## src/io_pkg.sv

```systemverilog
`default_nettype none

package io_pkg;

    // display geometry
    localparam int digit_cnt         = 8;
    localparam int overflow_cnt      = 1;
    localparam int digit_radix_width = 4;
    localparam int digit_cnt_width   = 3;
    localparam int segment_cnt       = 8;

    localparam int switch_cnt  = 8;
    localparam int value_width = 32;

    localparam int key_rows = 4;
    localparam int key_cols = 4;

    // codes 0 to 9 are the decimal digits themselves
    typedef logic [3:0] key_code_t;

    localparam key_code_t key_backspace = 4'd10;
    localparam key_code_t key_clear     = 4'd11;
    localparam key_code_t key_confirm   = 4'd12;
    localparam key_code_t key_mode      = 4'd13;
    // the star and hash keys have codes but no function in the entry logic
    localparam key_code_t key_star      = 4'd14;
    localparam key_code_t key_hash      = 4'd15;

    typedef struct packed {
        logic      valid;
        key_code_t code;
    } key_event_t;

    // slot 0 is the leftmost tube, the hidden overflow slots sit above the displayed ones
    typedef struct packed {
        logic [(digit_cnt + overflow_cnt) * digit_radix_width - 1:0] digits;
        logic [3:0]                                                  count;
    } digit_buffer_t;

    typedef struct packed {
        logic                   valid;
        logic                   overflow;
        logic [value_width-1:0] value;
    } entry_result_t;

endpackage

`default_nettype wire

```

## src/keypad_scanner.sv

```systemverilog
`timescale 1ns/1ps
`default_nettype none

module keypad_scanner #(
    parameter int scan_cycles    = 2500,
    parameter int debounce_scans = 8
) (
    input  wire logic                        clk_tube,
    input  wire logic                        rst_n,
    input  wire logic [io_pkg::key_rows-1:0] key_row,
    output logic      [io_pkg::key_cols-1:0] key_col,
    output io_pkg::key_event_t               key_event
);
    import io_pkg::*;

    localparam int col_w = $clog2(key_cols);
    localparam int row_w = $clog2(key_rows);
    localparam int cyc_w = (scan_cycles > 1) ? $clog2(scan_cycles) : 1;
    localparam int run_w = $clog2(debounce_scans + 1);

    // telephone layout, row 0 on top
    localparam key_code_t key_map [key_rows][key_cols] = '{
        '{4'd1,     4'd2, 4'd3,     key_backspace},
        '{4'd4,     4'd5, 4'd6,     key_clear},
        '{4'd7,     4'd8, 4'd9,     key_confirm},
        '{key_star, 4'd0, key_hash, key_mode}
    };

    logic [cyc_w-1:0]    cyc_cnt;
    logic [col_w-1:0]    col_idx;
    logic                slot_end;
    logic                sweep_end;
    logic [key_rows-1:0] rows_hit;
    logic                col_one;
    logic                col_many;
    logic [row_w-1:0]    col_row;

    logic             acc_found;
    logic             acc_multi;
    logic [row_w-1:0] acc_row;
    logic [col_w-1:0] acc_col;
    logic             nxt_found;
    logic             nxt_multi;
    logic [row_w-1:0] nxt_row;
    logic [col_w-1:0] nxt_col;
    logic             sweep_hit;

    logic             last_hit;
    logic [row_w-1:0] last_row;
    logic [col_w-1:0] last_col;
    logic [run_w-1:0] run_cnt;
    logic [run_w-1:0] run_next;
    logic             same;
    logic             stable;
    logic             pressed;

    assign key_col   = ~(key_cols'(1) << col_idx);
    assign slot_end  = (cyc_cnt == cyc_w'(scan_cycles - 1));
    assign sweep_end = slot_end && (col_idx == col_w'(key_cols - 1));

    // rows are pulled up, a pressed key pulls its row low
    assign rows_hit = ~key_row;
    assign col_many = (rows_hit & (rows_hit - 1'b1)) != '0;
    assign col_one  = (rows_hit != '0) && !col_many;

    always_comb begin
        col_row = '0;
        for (int r = 0; r < key_rows; r++) begin
            if (rows_hit[r]) begin
                col_row = row_w'(r);
            end
        end
    end

    // fold the current column into this sweep, more than one key makes the sweep empty
    always_comb begin
        nxt_found = acc_found | (rows_hit != '0);
        nxt_multi = acc_multi | col_many | (acc_found & (rows_hit != '0));
        nxt_row   = acc_row;
        nxt_col   = acc_col;
        if (col_one && !acc_found) begin
            nxt_row = col_row;
            nxt_col = col_idx;
        end
        sweep_hit = nxt_found & ~nxt_multi;
        same = (sweep_hit == last_hit) &&
               (!sweep_hit || (nxt_row == last_row && nxt_col == last_col));
        if (!same) begin
            run_next = run_w'(1);
        end else if (run_cnt == run_w'(debounce_scans)) begin
            run_next = run_cnt;
        end else begin
            run_next = run_cnt + 1'b1;
        end
        stable = (run_next == run_w'(debounce_scans));
    end

    always_ff @(posedge clk_tube or negedge rst_n) begin
        if (!rst_n) begin
            cyc_cnt   <= '0;
            col_idx   <= '0;
            acc_found <= 1'b0;
            acc_multi <= 1'b0;
            acc_row   <= '0;
            acc_col   <= '0;
        end else if (slot_end) begin
            cyc_cnt <= '0;
            if (sweep_end) begin
                col_idx   <= '0;
                acc_found <= 1'b0;
                acc_multi <= 1'b0;
            end else begin
                col_idx   <= col_idx + 1'b1;
                acc_found <= nxt_found;
                acc_multi <= nxt_multi;
                acc_row   <= nxt_row;
                acc_col   <= nxt_col;
            end
        end else begin
            cyc_cnt <= cyc_cnt + 1'b1;
        end
    end

    // a press is reported once, when the pressed flag rises after a stable release
    always_ff @(posedge clk_tube or negedge rst_n) begin
        if (!rst_n) begin
            last_hit  <= 1'b0;
            last_row  <= '0;
            last_col  <= '0;
            run_cnt   <= '0;
            pressed   <= 1'b0;
            key_event <= '0;
        end else begin
            key_event.valid <= 1'b0;
            if (sweep_end) begin
                last_hit <= sweep_hit;
                last_row <= nxt_row;
                last_col <= nxt_col;
                run_cnt  <= run_next;
                if (stable) begin
                    pressed <= sweep_hit;
                    if (sweep_hit && !pressed) begin
                        key_event.valid <= 1'b1;
                        key_event.code  <= key_map[nxt_row][nxt_col];
                    end
                end
            end
        end
    end

endmodule

`default_nettype wire

```

## src/digit_entry.sv

```systemverilog
`timescale 1ns/1ps
`default_nettype none

module digit_entry (
    input  wire logic               clk_tube,
    input  wire logic               rst_n,
    input  wire logic               input_request,
    input  wire io_pkg::key_event_t key_event,
    output io_pkg::digit_buffer_t   digits,
    output logic                    switch_mode,
    output io_pkg::entry_result_t   result
);
    import io_pkg::*;

    localparam int slot_cnt     = digit_cnt + overflow_cnt;
    localparam int buf_width    = slot_cnt * digit_radix_width;
    localparam int hidden_width = overflow_cnt * digit_radix_width;
    localparam int w            = digit_radix_width;

    logic [value_width-1:0] value_calc;
    logic                   hidden_used;
    logic                   is_digit;

    // new digit enters on the right, slot 0 moves into the hidden slots
    function automatic digit_buffer_t push_digit(digit_buffer_t cur, key_code_t code);
        digit_buffer_t nxt;
        nxt = cur;
        for (int j = overflow_cnt - 1; j > 0; j--) begin
            nxt.digits[(digit_cnt + j) * w +: w] = cur.digits[(digit_cnt + j - 1) * w +: w];
        end
        nxt.digits[digit_cnt * w +: w] = cur.digits[0 +: w];
        for (int i = 0; i < digit_cnt - 1; i++) begin
            nxt.digits[i * w +: w] = cur.digits[(i + 1) * w +: w];
        end
        nxt.digits[(digit_cnt - 1) * w +: w] = w'(code);
        if (cur.count < 4'(slot_cnt)) begin
            nxt.count = cur.count + 1'b1;
        end
        return nxt;
    endfunction

    // exact inverse of push_digit, the topmost hidden slot refills with zero
    function automatic digit_buffer_t pop_digit(digit_buffer_t cur);
        digit_buffer_t nxt;
        nxt = cur;
        for (int i = digit_cnt - 1; i > 0; i--) begin
            nxt.digits[i * w +: w] = cur.digits[(i - 1) * w +: w];
        end
        nxt.digits[0 +: w] = cur.digits[digit_cnt * w +: w];
        for (int j = 0; j < overflow_cnt - 1; j++) begin
            nxt.digits[(digit_cnt + j) * w +: w] = cur.digits[(digit_cnt + j + 1) * w +: w];
        end
        nxt.digits[(slot_cnt - 1) * w +: w] = '0;
        nxt.count = cur.count - 1'b1;
        return nxt;
    endfunction

    assign hidden_used = digits.digits[buf_width-1 -: hidden_width] != '0;
    assign is_digit    = key_event.code <= 4'd9;

    // decimal to binary over the displayed slots, most significant first
    always_comb begin
        value_calc = '0;
        for (int i = 0; i < digit_cnt; i++) begin
            value_calc = value_calc * value_width'(10) + value_width'(digits.digits[i * w +: w]);
        end
    end

    always_ff @(posedge clk_tube or negedge rst_n) begin
        if (!rst_n) begin
            digits      <= '0;
            switch_mode <= 1'b0;
            result      <= '0;
        end else begin
            result.valid <= 1'b0;
            if (input_request && key_event.valid) begin
                if (is_digit) begin
                    // once the hidden slot holds a real digit the entry is frozen
                    if (!hidden_used) begin
                        digits <= push_digit(digits, key_event.code);
                    end
                end else begin
                    case (key_event.code)
                        key_backspace: begin
                            if (digits.count != '0) begin
                                digits <= pop_digit(digits);
                            end
                        end
                        key_clear: begin
                            digits <= '0;
                        end
                        key_confirm: begin
                            result.valid    <= 1'b1;
                            result.overflow <= hidden_used;
                            result.value    <= value_calc;
                            digits          <= '0;
                        end
                        key_mode: begin
                            switch_mode <= ~switch_mode;
                        end
                        default: begin
                            // star and hash do nothing here
                        end
                    endcase
                end
            end
        end
    end

endmodule

`default_nettype wire

```

## src/seven_seg_unit.sv

```systemverilog
`timescale 1ns/1ps
`default_nettype none

module seven_seg_unit (
    input  wire logic                          clk_tube,
    input  wire logic                          rst_n,
    input  wire logic                          input_request,
    input  wire logic                          switch_mode,
    input  wire io_pkg::digit_buffer_t         digits,
    input  wire logic [io_pkg::switch_cnt-1:0] switch_map,
    output logic      [io_pkg::segment_cnt-1:0] seg_tube,
    output logic      [io_pkg::digit_cnt-1:0]   seg_enable
);
    import io_pkg::*;

    localparam int w = digit_radix_width;

    logic [digit_cnt_width-1:0] scan_idx;
    logic [w-1:0]               shown_digit;
    logic [w-1:0]               next_digit;
    logic [digit_cnt-1:0]       next_enable;
    logic [digit_cnt-1:0]       lead_zero;
    logic                       mode_q;

    // lead_zero[i] is set while slot i and every slot left of it are zero
    always_comb begin
        lead_zero[0] = digits.digits[0 +: w] == '0;
        for (int i = 1; i < digit_cnt; i++) begin
            lead_zero[i] = lead_zero[i-1] && (digits.digits[i * w +: w] == '0);
        end
    end

    always_comb begin
        if (switch_mode) begin
            next_digit = w'(switch_map[scan_idx]);
        end else begin
            next_digit = digits.digits[scan_idx * w +: w];
        end
        next_enable = '1;
        // a mode change blanks one scan step so no tube shows a mixed frame
        if (input_request && (switch_mode == mode_q) &&
            (switch_mode || !lead_zero[scan_idx])) begin
            next_enable[scan_idx] = 1'b0;
        end
    end

    always_ff @(posedge clk_tube or negedge rst_n) begin
        if (!rst_n) begin
            scan_idx    <= '0;
            shown_digit <= '0;
            seg_enable  <= '1;
            mode_q      <= 1'b0;
        end else begin
            if (scan_idx == digit_cnt_width'(digit_cnt - 1)) begin
                scan_idx <= '0;
            end else begin
                scan_idx <= scan_idx + 1'b1;
            end
            shown_digit <= next_digit;
            seg_enable  <= next_enable;
            mode_q      <= switch_mode;
        end
    end

    // segment order is dp g f e d c b a, low lights the segment
    always_comb begin
        case (shown_digit)
            4'd0:    seg_tube = 8'b1100_0000;
            4'd1:    seg_tube = 8'b1111_1001;
            4'd2:    seg_tube = 8'b1010_0100;
            4'd3:    seg_tube = 8'b1011_0000;
            4'd4:    seg_tube = 8'b1001_1001;
            4'd5:    seg_tube = 8'b1001_0010;
            4'd6:    seg_tube = 8'b1000_0010;
            4'd7:    seg_tube = 8'b1111_1000;
            4'd8:    seg_tube = 8'b1000_0000;
            4'd9:    seg_tube = 8'b1001_0000;
            default: seg_tube = 8'b0000_0000;
        endcase
    end

endmodule

`default_nettype wire

```

## src/input_top.sv

```systemverilog
`timescale 1ns/1ps
`default_nettype none

module input_top #(
    parameter int scan_cycles    = 2500,
    parameter int debounce_scans = 8
) (
    input  wire logic                           clk_tube,
    input  wire logic                           rst_n,
    input  wire logic                           input_request,
    input  wire logic [io_pkg::key_rows-1:0]    key_row,
    input  wire logic [io_pkg::switch_cnt-1:0]  switch_map,
    output logic      [io_pkg::key_cols-1:0]    key_col,
    output logic      [io_pkg::segment_cnt-1:0] seg_tube,
    output logic      [io_pkg::digit_cnt-1:0]   seg_enable,
    output logic                                result_valid,
    output logic                                result_overflow,
    output logic      [io_pkg::value_width-1:0] result_value
);
    import io_pkg::*;

    key_event_t    key_event;
    digit_buffer_t digits;
    logic          switch_mode;
    entry_result_t result;

    keypad_scanner #(
        .scan_cycles    (scan_cycles),
        .debounce_scans (debounce_scans)
    ) scanner0 (
        .clk_tube  (clk_tube),
        .rst_n     (rst_n),
        .key_row   (key_row),
        .key_col   (key_col),
        .key_event (key_event)
    );

    digit_entry entry0 (
        .clk_tube      (clk_tube),
        .rst_n         (rst_n),
        .input_request (input_request),
        .key_event     (key_event),
        .digits        (digits),
        .switch_mode   (switch_mode),
        .result        (result)
    );

    seven_seg_unit display0 (
        .clk_tube      (clk_tube),
        .rst_n         (rst_n),
        .input_request (input_request),
        .switch_mode   (switch_mode),
        .digits        (digits),
        .switch_map    (switch_map),
        .seg_tube      (seg_tube),
        .seg_enable    (seg_enable)
    );

    assign result_valid    = result.valid;
    assign result_overflow = result.overflow;
    assign result_value    = result.value;

endmodule

`default_nettype wire

```

## config.mk

```make
export PLATFORM = sky130hd
export DESIGN_NAME = input_top
export DESIGN_NICKNAME = d
export VERILOG_FILES = /design/src/io_pkg.sv /design/src/keypad_scanner.sv /design/src/digit_entry.sv /design/src/seven_seg_unit.sv /design/src/input_top.sv
export SDC_FILE = /design/constraint.sdc
export NUM_CORES = 1
export LEC_CHECK = 0
export BUFFER_PORTS_ARGS = -buffer_cell sky130_fd_sc_hd__buf_2
export CAP_MARGIN = 10
export CORE_MARGIN = 8
export CORE_UTILIZATION = 65
export DETAILED_ROUTE_END_ITERATION = 8
export GPL_TIMING_DRIVEN = 0
export PLACE_DENSITY = 0.91
export SETUP_SLACK_MARGIN = 0.15
export SLEW_MARGIN = 10
export SYNTH_ARGS = -nofsm -noshare
export SYNTH_HDL_FRONTEND = slang
export SYNTH_HIERARCHICAL = 1
export SYNTH_SLANG_ARGS = --single-unit
```

## constraint.sdc

```tcl
create_clock -name clk_tube -period 28.4 [get_ports clk_tube]
set_input_delay 1.42 -clock clk_tube [delete_from_list [all_inputs] [get_ports clk_tube]]
set_output_delay 1.42 -clock clk_tube [all_outputs]
set_load 0.02 [all_outputs]
```

==> results of run 1 <==
-- power by group through the flow --
stage	combinational, mW	sequential [mW]	clock, mW
floorplan	1.22	0.184	0
global placement	1.45	0.184	0
detailed placement	1.50	0.184	0
CTS	1.51	0.180	0.232
global route	1.70	0.180	0.241
finish	1.52	0.180	0.230
-- final cells by class --
class	count	area [um2]	share of cell area, %
Inverter	112	420.4	2.292
Clock inverter	14	182.7	0.9960
Clock buffer	18	429.2	2.340
Tap cell	335	419.2	2.285
Antenna cell	1	2.502	0.01364
Sequential cell	126	3163	17.25
Timing Repair Buffer	67	364.1	1.985
Multi-Input combinational cell	1709	13050	71.15
Buffer	63	310.3	1.692
-- cell families (layout without fill, tap and decap cells) --
| group | Yosys count | in the layout | synth area share (%) |
|---|---|---|---|
| other | 1 | 6 | 0.02217 |
| adders and majority gates | 277 | 277 | 21.09 |
| DFF | 126 | 126 | 18.70 |
| xor gates and xnor gates | 224 | 224 | 11.81 |
| and+or+nand+nor | 618 | 618 | 19.30 |
| AOI/OAI and AO/OA | 552 | 552 | 22.33 |
| buffers and inverters | 175 | 274 | 4.319 |
| muxes | 33 | 33 | 2.419 |
-- cells in the mapped netlist (12+ instances only) --
cell,instances
ha_1,262
a211oi_1,19
o31ai_1,16
a221oi_1,14
a31oi_1,13
inv_1,112
nand2_1,185
mux2_2,15
o21ai_0,131
and2_1,20
xor2_1,91
a22oi_1,27
o21a_1,21
o21bai_1,12
nor3b_1,15
nor3_1,38
mux2i_1,12
clkbuf_1,42
nand3b_1,12
xnor2_1,130
nor2_1,116
o211ai_1,29
nor4_1,19
a21o_1,40
nand4_1,19
nor2b_1,31
and3_1,17
or3_1,13
fa_1,14
dfrtp_1,118
nand2b_1,25
a21oi_1,120
nand3_1,51
-- per-stage QoR --
step	cell area, um2	setup slack [ns]	hold WS, ns
floorplan	16930	13.82	0.4191
global placement	17680	12.38	0.4269
detailed placement	17710	11.95	0.4424
CTS	18330	11.88	0.4531
global route	18340	10.58	0.4632
finish	18340	11.89	0.4572
-- registers in the layout, summed over array words and instances (netlist names) --
| register | flops |
|---|---|
| scanner0/col_idx | 2 |
| display0/scan_idx | 3 |
| scanner0/acc_found | 1 |
| entry0/switch_mode | 1 |
| scanner0/last_row | 2 |
| display0/seg_enable | 8 |
| scanner0/pressed | 1 |
| scanner0/key_event | 5 |
| entry0/result | 34 |
| scanner0/acc_multi | 1 |
| display0/mode_q | 1 |
| scanner0/run_cnt | 4 |
| scanner0/last_hit | 1 |
| scanner0/last_col | 2 |
| display0/shown_digit | 4 |
| scanner0/acc_col | 2 |
| scanner0/cyc_cnt | 12 |
| scanner0/acc_row | 2 |
| entry0/digits | 40 |
-- worst paths after layout --
kind	to	slack, ns
min reg2reg	scanner0/key_event[4]$_DFF_PN0_	0.46
min in group asynchronous	entry0/result[31]$_DFFE_PN0P_	0.87
max in group asynchronous	entry0/digits[30]$_DFFE_PN0P_	26.70
max	entry0/result[31]$_DFFE_PN0P_	11.89
min	scanner0/key_event[4]$_DFF_PN0_	0.46
max reg2reg	entry0/result[31]$_DFFE_PN0P_	11.89
-- metal layers --
metal  vias up  wire, um  global-route usage (%)
li1       7543         -                       -
met1      7371     17110                   30.57
met2       520     20430                   46.98
met3       131      2040                   4.277
met4         0      1325                   9.378
met5         -         0                       0
==> flow_summary.json, run 1 <==
{
  "status": "finished, final reports clean",
  "p_int_mw": 0.9137,
  "comb_power_share_pct": 78.8,
  "dieArea_um2": 31440,
  "numPlacedInstances": 2412,
  "critical_path.max_stage_delay_ns": 0.69,
  "arrival_ns": 16.84,
  "crit_slowest_cell": "or4b_2",
  "layout-drive-gt1-share_pct": 9.910,
  "syn-cell-area_um2": 16920,
  "async_flop_share_pct": 100.0,
  "vias": 15570,
  "critPathLaunch": "entry0/digits[7]$_DFFE_PN0P_",
  "clkPwrFrac_pct": 11.9,
  "numPortBuffers": 66,
  "final_cells": 2445,
  "period_share_pct": 58.13,
  "fill_cells": 1971,
  "place_hpwl_um": 31550,
  "ant_nets": 0,
  "cts_max_level": 4,
  "post_cts_buffers": 0,
  "whs_path_depth": 1,
  "reg2reg_from": "entry0/digits[7]$_DFFE_PN0P_",
  "setup_tns_ns": 0,
  "ys_types": 121,
  "grt_usage_pct": 26.03,
  "via_per_inst": 6.366,
  "cts.sinks": 126,
  "grt_pass1_wl_um": 70310,
  "rows": 59,
  "area_delta_synth_final_pct": 8.424,
  "vdd_drop_max_mv": 0.2751,
  "switchingPower_mw": 1.020,
  "power_mw": 1.934,
  "finalSetupViolations": 0,
  "clock_latency_ns": 0.44,
  "worstSetupPathType": "flip-flop to flip-flop",
  "leakagePower_nw": 8.298,
  "finalHoldViolations": 0,
  "die_w_um": 177.3,
  "skew_ns": 0.01781,
  "drc": 0,
  "worst-path-stages": 63,
  "layout_commonest_cell": "ha_1",
  "fin_util_pct": 70.99,
  "reg2reg_depth": 63,
  "end_kind": "flip-flop",
  "cts_resized": 0,
  "numCtsBuffers": 17,
  "worstHoldStart": "scanner0/pressed$_DFFE_PN0P_",
  "final_cell_mix": "ha_1, nand2_1, o21ai_0",
  "die_h_um": 177.3,
  "synth_flop_cell": "dfrtp_1",
  "critical_path.top_delay_family": "adder cells",
  "min-delay-path-class": "flip-flop to flip-flop",
  "grt_overflow": 0,
  "ios": 69,
  "avgSynthCellArea_um2": 8.433,
  "cts_root_buf": "clkbuf_16",
  "wl_per_cell_um": 16.73,
  "synth-warning-count": 6,
  "netlist_instances": 2006,
  "core_area_um2": 25840,
  "synth_top_cell_by_area": "ha_1",
  "grt_pass1_vias": 15720,
  "startpoint_type": "flip-flop",
  "synthTopCellsByArea": "ha_1, dfrtp_1, xnor2_1",
  "slew_violations": 0,
  "rsz0062_at_grt": "no",
  "cp_common_cell": "ha_1",
  "grt_max_degree": 92,
  "ys_ff_latch": 126,
  "fin_crit_ns": 16.51,
  "switching_share_pct": 52.76,
  "crit_buf_inv": 6,
  "tritoncts": "done",
  "first_pass_iters": 6,
  "max_freq_ghz": 0.06058,
  "worstPathRequired_ns": 28.73,
  "antenna_found_initial": 1,
  "critPathMaxFanout": 10,
  "synth_top_area_share_pct": 19.38,
  "nets": 2387,
  "relSlewSlack_pct": 38.75,
  "yosysSeqAreaShare_pct": 18.70,
  "clk_pin_slew_ns": 0.07,
  "clock_path_buffers": 2,
  "drt_iter0_markers": 1392,
  "finalWirelength_um": 40910,
  "synth_edf_count": 0,
  "worst_pin_slew_ns": 0.9179,
  "place_congestion": 0.9206,
  "drv_cap": 0,
  "power-per-cell-area_nw_per_um2": 105.5,
  "cts.hold.buffers_added": 0,
  "initial_core_util_pct": 65.47,
  "p_seq_share_pct": 9.3
}
No activity file was read; power rests on OpenSTA's default activity.
==> run 2, diff against run 1 <==
--- a/config.mk
+++ b/config.mk
@@ -8,10 +8,10 @@
 export BUFFER_PORTS_ARGS = -buffer_cell sky130_fd_sc_hd__buf_2
 export CAP_MARGIN = 10
 export CORE_MARGIN = 8
-export CORE_UTILIZATION = 65
+export CORE_UTILIZATION = 59
 export DETAILED_ROUTE_END_ITERATION = 8
 export GPL_TIMING_DRIVEN = 0
-export PLACE_DENSITY = 0.91
+export PLACE_DENSITY = 0.88
 export SETUP_SLACK_MARGIN = 0.15
 export SLEW_MARGIN = 10
 export SYNTH_ARGS = -nofsm -noshare
==> constraint.sdc (replaced) <==
create_clock -name clk_tube -period 14.7 [get_ports clk_tube]
set_input_delay 0.735 -clock clk_tube [delete_from_list [all_inputs] [get_ports clk_tube]]
set_output_delay 0.735 -clock clk_tube [all_outputs]
set_load 0.02 [all_outputs]
==> run 2 against run 1 <==
Net effect: fmax is 13% higher; cell area is 8.2% higher; global-route usage is 1.9 points lower; cell count is 4.1% higher; clock skew is 0.0063 ns lower; clock power is 91% higher; sequential power is 94% higher; critical endpoint unchanged; largest cell class unchanged; combinational power is 130% higher; register-to-register slack worse by 12 ns.
==> flow_summary.json, run 2 (synthesized netlist as in run 1, its figures left out) <==
{
  "hold_ws_ns": 0.1891,
  "dieArea_um2": 34350,
  "drt_iter0_markers": 1216,
  "cts_root_buf": "clkbuf_16",
  "status": "finished, final reports clean",
  "startpoint_type": "flip-flop",
  "die_w_um": 185.3,
  "clk_pin_slew_ns": 0.06,
  "clock_latency_ns": 0.42,
  "grt_pass1_wl_um": 71260,
  "tritoncts": "done",
  "regArea_um2": 3168,
  "setup_tns_ns": 0,
  "vias": 15910,
  "vdd_drop_max_mv": 0.3728,
  "antenna_found_initial": 1,
  "place_hpwl_um": 31210,
  "reg2reg_slack_ns": 0.05,
  "largest_reg_flops": 40,
  "wl_per_cell_um": 16.87,
  "worstPathRequired_ns": 15.01,
  "leakagePower_nw": 8.848,
  "r2r_end": "entry0/result[31]$_DFFE_PN0P_",
  "finalSetupViolations": 0,
  "nets": 2437,
  "grt_usage_pct": 24.17,
  "ant_nets": 0,
  "first_pass_iters": 6,
  "rsz0062_at_grt": "yes",
  "drc": 0,
  "layout-drive-gt1-share_pct": 18.81,
  "numCtsBuffers": 17,
  "power_mw": 4.268,
  "slew_violations": 0,
  "relSlewSlack_pct": 18.13,
  "area_delta_synth_final_pct": 17.37,
  "registers.top_by_ff_count": "entry0/digits",
  "drv_cap": 0,
  "final_cell_mix": "ha_1, nand2_1, o21ai_0",
  "min-delay-path-class": "input port to async pin",
  "grt_max_degree": 95,
  "cts.sinks": 126,
  "initial_core_util_pct": 59.42,
  "max_freq_ghz": 0.06828,
  "critical_path.max_stage_delay_ns": 0.55,
  "reg2reg_depth": 56,
  "finalWirelength_um": 42940,
  "clock_path_buffers": 2,
  "crit_buf_inv": 5,
  "worst_pin_slew_ns": 1.217,
  "die_h_um": 185.3,
  "reg2reg_from": "entry0/digits[5]$_DFFE_PN0P_",
  "via_per_inst": 6.250,
  "ios": 69,
  "crit_slowest_cell": "or4b_4",
  "cts_max_level": 4,
  "critPathMaxFanout": 8,
  "multiInputGateArea_um2": 14120,
  "skew_ns": 0.01148,
  "arrival_ns": 14.96,
  "reg_top3": "entry0/digits (40), entry0/result (34), scanner0/cyc_cnt (12)",
  "rows": 62,
  "place_congestion": 0.9229,
  "worstSetupPathType": "flip-flop to flip-flop",
  "numPortBuffers": 66,
  "period_share_pct": 99.64,
  "power-per-cell-area_nw_per_um2": 214.9,
  "critical_path.top_delay_family": "adder cells",
  "core_area_um2": 28470,
  "cp_common_cell": "ha_1",
  "layout_commonest_cell": "ha_1",
  "fill_cells": 2031,
  "finalHoldViolations": 0,
  "grt_pass1_vias": 15980,
  "fin_crit_ns": 14.65,
  "end_kind": "flip-flop",
  "grt_overflow": 0
}
## run 2: cell types whose count changed in the layout (fill, tap and decap cells not counted), moves of 16 or more
cell | previous run | this run
a21oi_1 | 120 | 102
buf_4 | 4 | 53
xnor2_2 | 1 | 27
ha_1 | 262 | 239
xnor2_1 | 130 | 100
a21oi_2 | 2 | 19
ha_4 | 0 | 16
## run 2: worst max-delay path by stage
stage,to,startpoint,cells after the start,slack (ns)
global route,entry0/result[31]$_DFFE_PN0P_,entry0/digits[5]$_DFFE_PN0P_,58,-0.61
CTS,entry0/result[31]$_DFFE_PN0P_,entry0/digits[5]$_DFFE_PN0P_,62,0.15
floorplan,entry0/result[31]$_DFFE_PN0P_,entry0/digits[7]$_DFFE_PN0P_,63,0.16
global placement,entry0/result[31]$_DFFE_PN0P_,entry0/digits[7]$_DFFE_PN0P_,63,-1.26
detailed placement,entry0/result[31]$_DFFE_PN0P_,entry0/digits[7]$_DFFE_PN0P_,64,-1.63
finish,entry0/result[31]$_DFFE_PN0P_,entry0/digits[5]$_DFFE_PN0P_,56,0.05
## run 2: report_power, final
group / total, mW / switching, mW / internal [mW]
clock: 0.439 / 0.166 / 0.273
sequential: 0.349 / 0.000702 / 0.348
combinational: 3.48 / 2.03 / 1.45
total: 4.27 / 2.20 / 2.07
## run 2: per-stage QoR
stage | cells | setup slack (ns) | utilization [%] | area (um2)
floorplan | 2010 | 0.1606 | - | 16930
global placement | 2460 | -1.258 | 62.32 | 17740
detailed placement | 2461 | -1.629 | 62.44 | 17780
CTS | 2514 | 0.1519 | 66.69 | 18990
global route | 2544 | -0.6061 | 69.73 | 19850
finish | 2545 | 0.05348 | 69.74 | 19850
## run 2: layout make-up
| type | count | area share (%) |
|---|---|---|
| inverters | 112 | 2.117 |
| well taps | 384 | 2.420 |
| diodes | 2 | 0.02521 |
| repair buffers | 117 | 3.712 |
| clock buffers | 20 | 2.250 |
| flip-flops and latches | 126 | 15.96 |
| multi-input cells | 1709 | 71.12 |
| plain buffers | 63 | 1.588 |
| clock inverters | 12 | 0.8067 |
## run 2: what timing repair did
action / CTS / global route
hold buffers: 0 / 0
resized for setup: 81 / 111
setup endpoints to repair: 6 / 6
setup buffers: 21 / 29
pin swaps: 23 / 37
## run 2: per-layer routing
metal | part of all wire, % | global-route usage, %
met1 | 41 | 27.98
met2 | 53 | 45.46
met3 | 4.6 | 3.138
met4 | 2.1 | 7.266
met5 | 0 | 0
==> run 3, diff against run 2 <==
--- a/config.mk
+++ b/config.mk
@@ -5,6 +5,7 @@
 export SDC_FILE = /design/constraint.sdc
 export NUM_CORES = 1
 export LEC_CHECK = 0
+export ABC_AREA = 1
 export BUFFER_PORTS_ARGS = -buffer_cell sky130_fd_sc_hd__buf_2
 export CAP_MARGIN = 10
 export CORE_MARGIN = 8
==> run 3 against run 2 <==
Net effect: area after synthesis is 5.3% higher; largest power group unchanged; sequential power about the same; cell count is 28% higher; routed wire length is 8.4% higher; power fell by 71%; critical path depth up 25; core utilization shrank 0.78 points; critical path type unchanged; clock skew is 0.00078 ns lower; cell area rose by 3.2%; global-route usage up 0.22 points.
==> flow_summary.json, run 3 <==
{
  "grt_pass1_vias": 17010,
  "avgSynthCellArea_um2": 6.521,
  "yosys.area_share.xor_xnor_pct": 8.568,
  "switchingPower_mw": 0.4628,
  "cts_root_buf": "clkbuf_16",
  "placed_area_um2": 18690,
  "wl_per_cell_um": 14.31,
  "grt_max_degree": 94,
  "cts_max_level": 4,
  "synth_fa_ha_area_share_pct": 19.97,
  "place_hpwl_um": 36430,
  "end_kind": "flip-flop",
  "hold_ws_ns": 0.2185,
  "drt_iter0_markers": 1236,
  "clock_path_buffers": 2,
  "synth_top_area_share_pct": 18.40,
  "die_h_um": 189.8,
  "synth-warning-count": 6,
  "dieArea_um2": 36010,
  "die_w_um": 189.8,
  "vias": 18050,
  "grt_pass1_wl_um": 75650,
  "cts.hold.buffers_added": 0,
  "synth_top_cell_by_area": "ha_1",
  "clock_latency_ns": 0.42,
  "skew_ns": 0.01070,
  "arrival_ns": 14.34,
  "netlist_instances": 2732,
  "stdcell_area_um2": 20490,
  "switching_share_pct": 36.82,
  "cp_common_cell": "inv_1",
  "drc": 0,
  "layout_commonest_cell": "nand2_1",
  "max_freq_ghz": 0.07129,
  "ios": 69,
  "synth.area.mux_share_pct": 0,
  "numPortBuffers": 68,
  "yosysMostFrequentCell": "nand2_1",
  "area_delta_synth_final_pct": 15.02,
  "crit_slowest_cell": "fa_1",
  "worstSetupPathType": "flip-flop to flip-flop",
  "status": "finished, final reports clean",
  "fin_crit_ns": 14.03,
  "async_flop_share_pct": 100.0,
  "synthSimpleGateAreaFrac_pct": 31.70,
  "cts.sinks": 126,
  "place_congestion": 0.9431,
  "tritoncts": "done",
  "min-delay-path-class": "input port to async pin",
  "grt_usage_pct": 24.40,
  "worst_pin_slew_ns": 0.7070,
  "synth_edf_count": 0,
  "registers.top_by_ff_count": "entry0/digits",
  "power-per-cell-area_nw_per_um2": 61.34,
  "slew_violations": 0,
  "ys_types": 59,
  "drv_cap": 0,
  "synthTopCellsByArea": "ha_1, dfrtp_1, nand2_1",
  "startpoint_type": "flip-flop",
  "final_cells": 3252,
  "diodes": 0,
  "clkPwrFrac_pct": 33.1,
  "initial_core_util_pct": 59.95,
  "final_cell_mix": "nand2_1, inv_1, ha_1",
  "reg_top3": "entry0/digits (40), entry0/result (34), scanner0/cyc_cnt (12)",
  "rows": 63,
  "ys_ff_latch": 126,
  "layout-drive-gt1-share_pct": 13.94,
  "synth.top_cells.by_count": "nand2_1, inv_1, ha_1, nor2_1",
  "critPathMaxFanout": 6,
  "largest_reg_flops": 40,
  "grt_overflow": 0,
  "first_pass_iters": 6,
  "leakagePower_nw": 11.17,
  "p_int_mw": 0.7940,
  "synth_top_family_by_area": "simple AND/OR/NAND/NOR gates",
  "critical_path.max_stage_delay_ns": 0.58,
  "finalHoldViolations": 0,
  "syn-cell-area_um2": 17820,
  "relSlewSlack_pct": 52.77,
  "period_share_pct": 95.43,
  "vdd_drop_max_mv": 0.09339,
  "finalSetupViolations": 0,
  "nets": 3141,
  "worstPathRequired_ns": 15.01,
  "finalWirelength_um": 46550,
  "antenna_found_initial": 0,
  "numPlacedInstances": 3195,
  "clk_pin_slew_ns": 0.06,
  "ant_nets": 0,
  "core_area_um2": 29720,
  "via_per_inst": 5.551,
  "synth_compound_area_share_pct": 11.34,
  "yosysSeqAreaShare_pct": 17.75,
  "synth_flop_cell": "dfrtp_1",
  "p_seq_share_pct": 27.7,
  "comb_power_share_pct": 39.3,
  "numCtsBuffers": 17
}
## run 3: cell type report
| cell class | count | area, um2 |
|---|---|---|
| fill | 2514 | 9226 |
| inverter | 480 | 1802 |
| multi-input combinational | 2108 | 13790 |
| tap | 390 | 488.0 |
| sequential | 126 | 3168 |
| clock buffer | 20 | 446.7 |
| timing repair buffer | 95 | 569.3 |
| buffer | 22 | 95.09 |
| clock inverter | 11 | 133.9 |
## run 3: cell families after synthesis
group | Yosys count
AND/OR/NAND/NOR | 1288
buffers and inverters | 502
AO/OA/AOI/OAI | 371
adder cells (fa/ha/maj) | 276
XOR/XNOR | 168
flip-flops | 126
other | 1
## run 3: path summary, 6_finish.rpt
check | startpoint | to | slack [ns] | cells after the start
max | entry0/digits[4]$_DFFE_PN0P_ | entry0/result[30]$_DFFE_PN0P_ | 0.67 | 81
max in group asynchronous | rst_n | display0/seg_enable[7]$_DFF_PN1_ | 13.68 | 2
min | rst_n | entry0/result[31]$_DFFE_PN0P_ | 0.22 | 1
max reg2reg | entry0/digits[4]$_DFFE_PN0P_ | entry0/result[30]$_DFFE_PN0P_ | 0.67 | 81
min reg2reg | scanner0/pressed$_DFFE_PN0P_ | scanner0/key_event[4]$_DFF_PN0_ | 0.46 | 1
min in group clk_tube | scanner0/pressed$_DFFE_PN0P_ | scanner0/key_event[4]$_DFF_PN0_ | 0.46 | 1
## run 3: worst max-delay path: cells and delay by family, from the launching register on
family,cells,cell delay (ns)
AND/OR/NAND/NOR,30,3.86
buffers and inverters,14,1.24
adder cells (fa/ha/maj),14,4.68
XOR/XNOR,8,1.45
flip-flops,1,0.43
AO/OA/AOI/OAI,15,2.19
## run 3: metrics by stage
stage | power [mW] | TNS (ns) | utilization [%] | worst slack [ns]
final | 1.257 | 0 | 68.95 | 0.6721
after global routing | 1.322 | -0.3969 | 68.95 | -0.2065
after CTS | 1.148 | 0 | 65.15 | 0.1687
after detailed placement | 0.7282 | -0.2127 | 62.90 | -0.1186
after global placement | 0.7165 | 0 | 62.79 | 0.2564
after floorplan | 0.6485 | 0 | - | 1.943
## run 3: per-layer routing
layer  routed length [um]  GRT usage, %  share of wire (%)  vias up
li1                     -             -                  -     9046
met1                20320         30.46                 44     8416
met2                23390         44.28                 50      512
met3                 2115         3.094                4.5       78
met4                  723         5.171                1.6        0
met5                    0             0                  0        -
## run 3: what timing repair did
item	CTS	global route
endpoints found under the setup margin	2	11
pin swaps	1	55
cloned	0	0
gates resized for setup	18	194
setup buffers	1	25
## run 3: power by group through the flow
stage	registers, mW	clock network [mW]	logic (mW)
detailed placement	0.354	0	0.374
CTS	0.348	0.420	0.381
finish	0.348	0.416	0.493
global placement	0.354	0	0.363
global route	0.348	0.435	0.540
floorplan	0.354	0	0.294
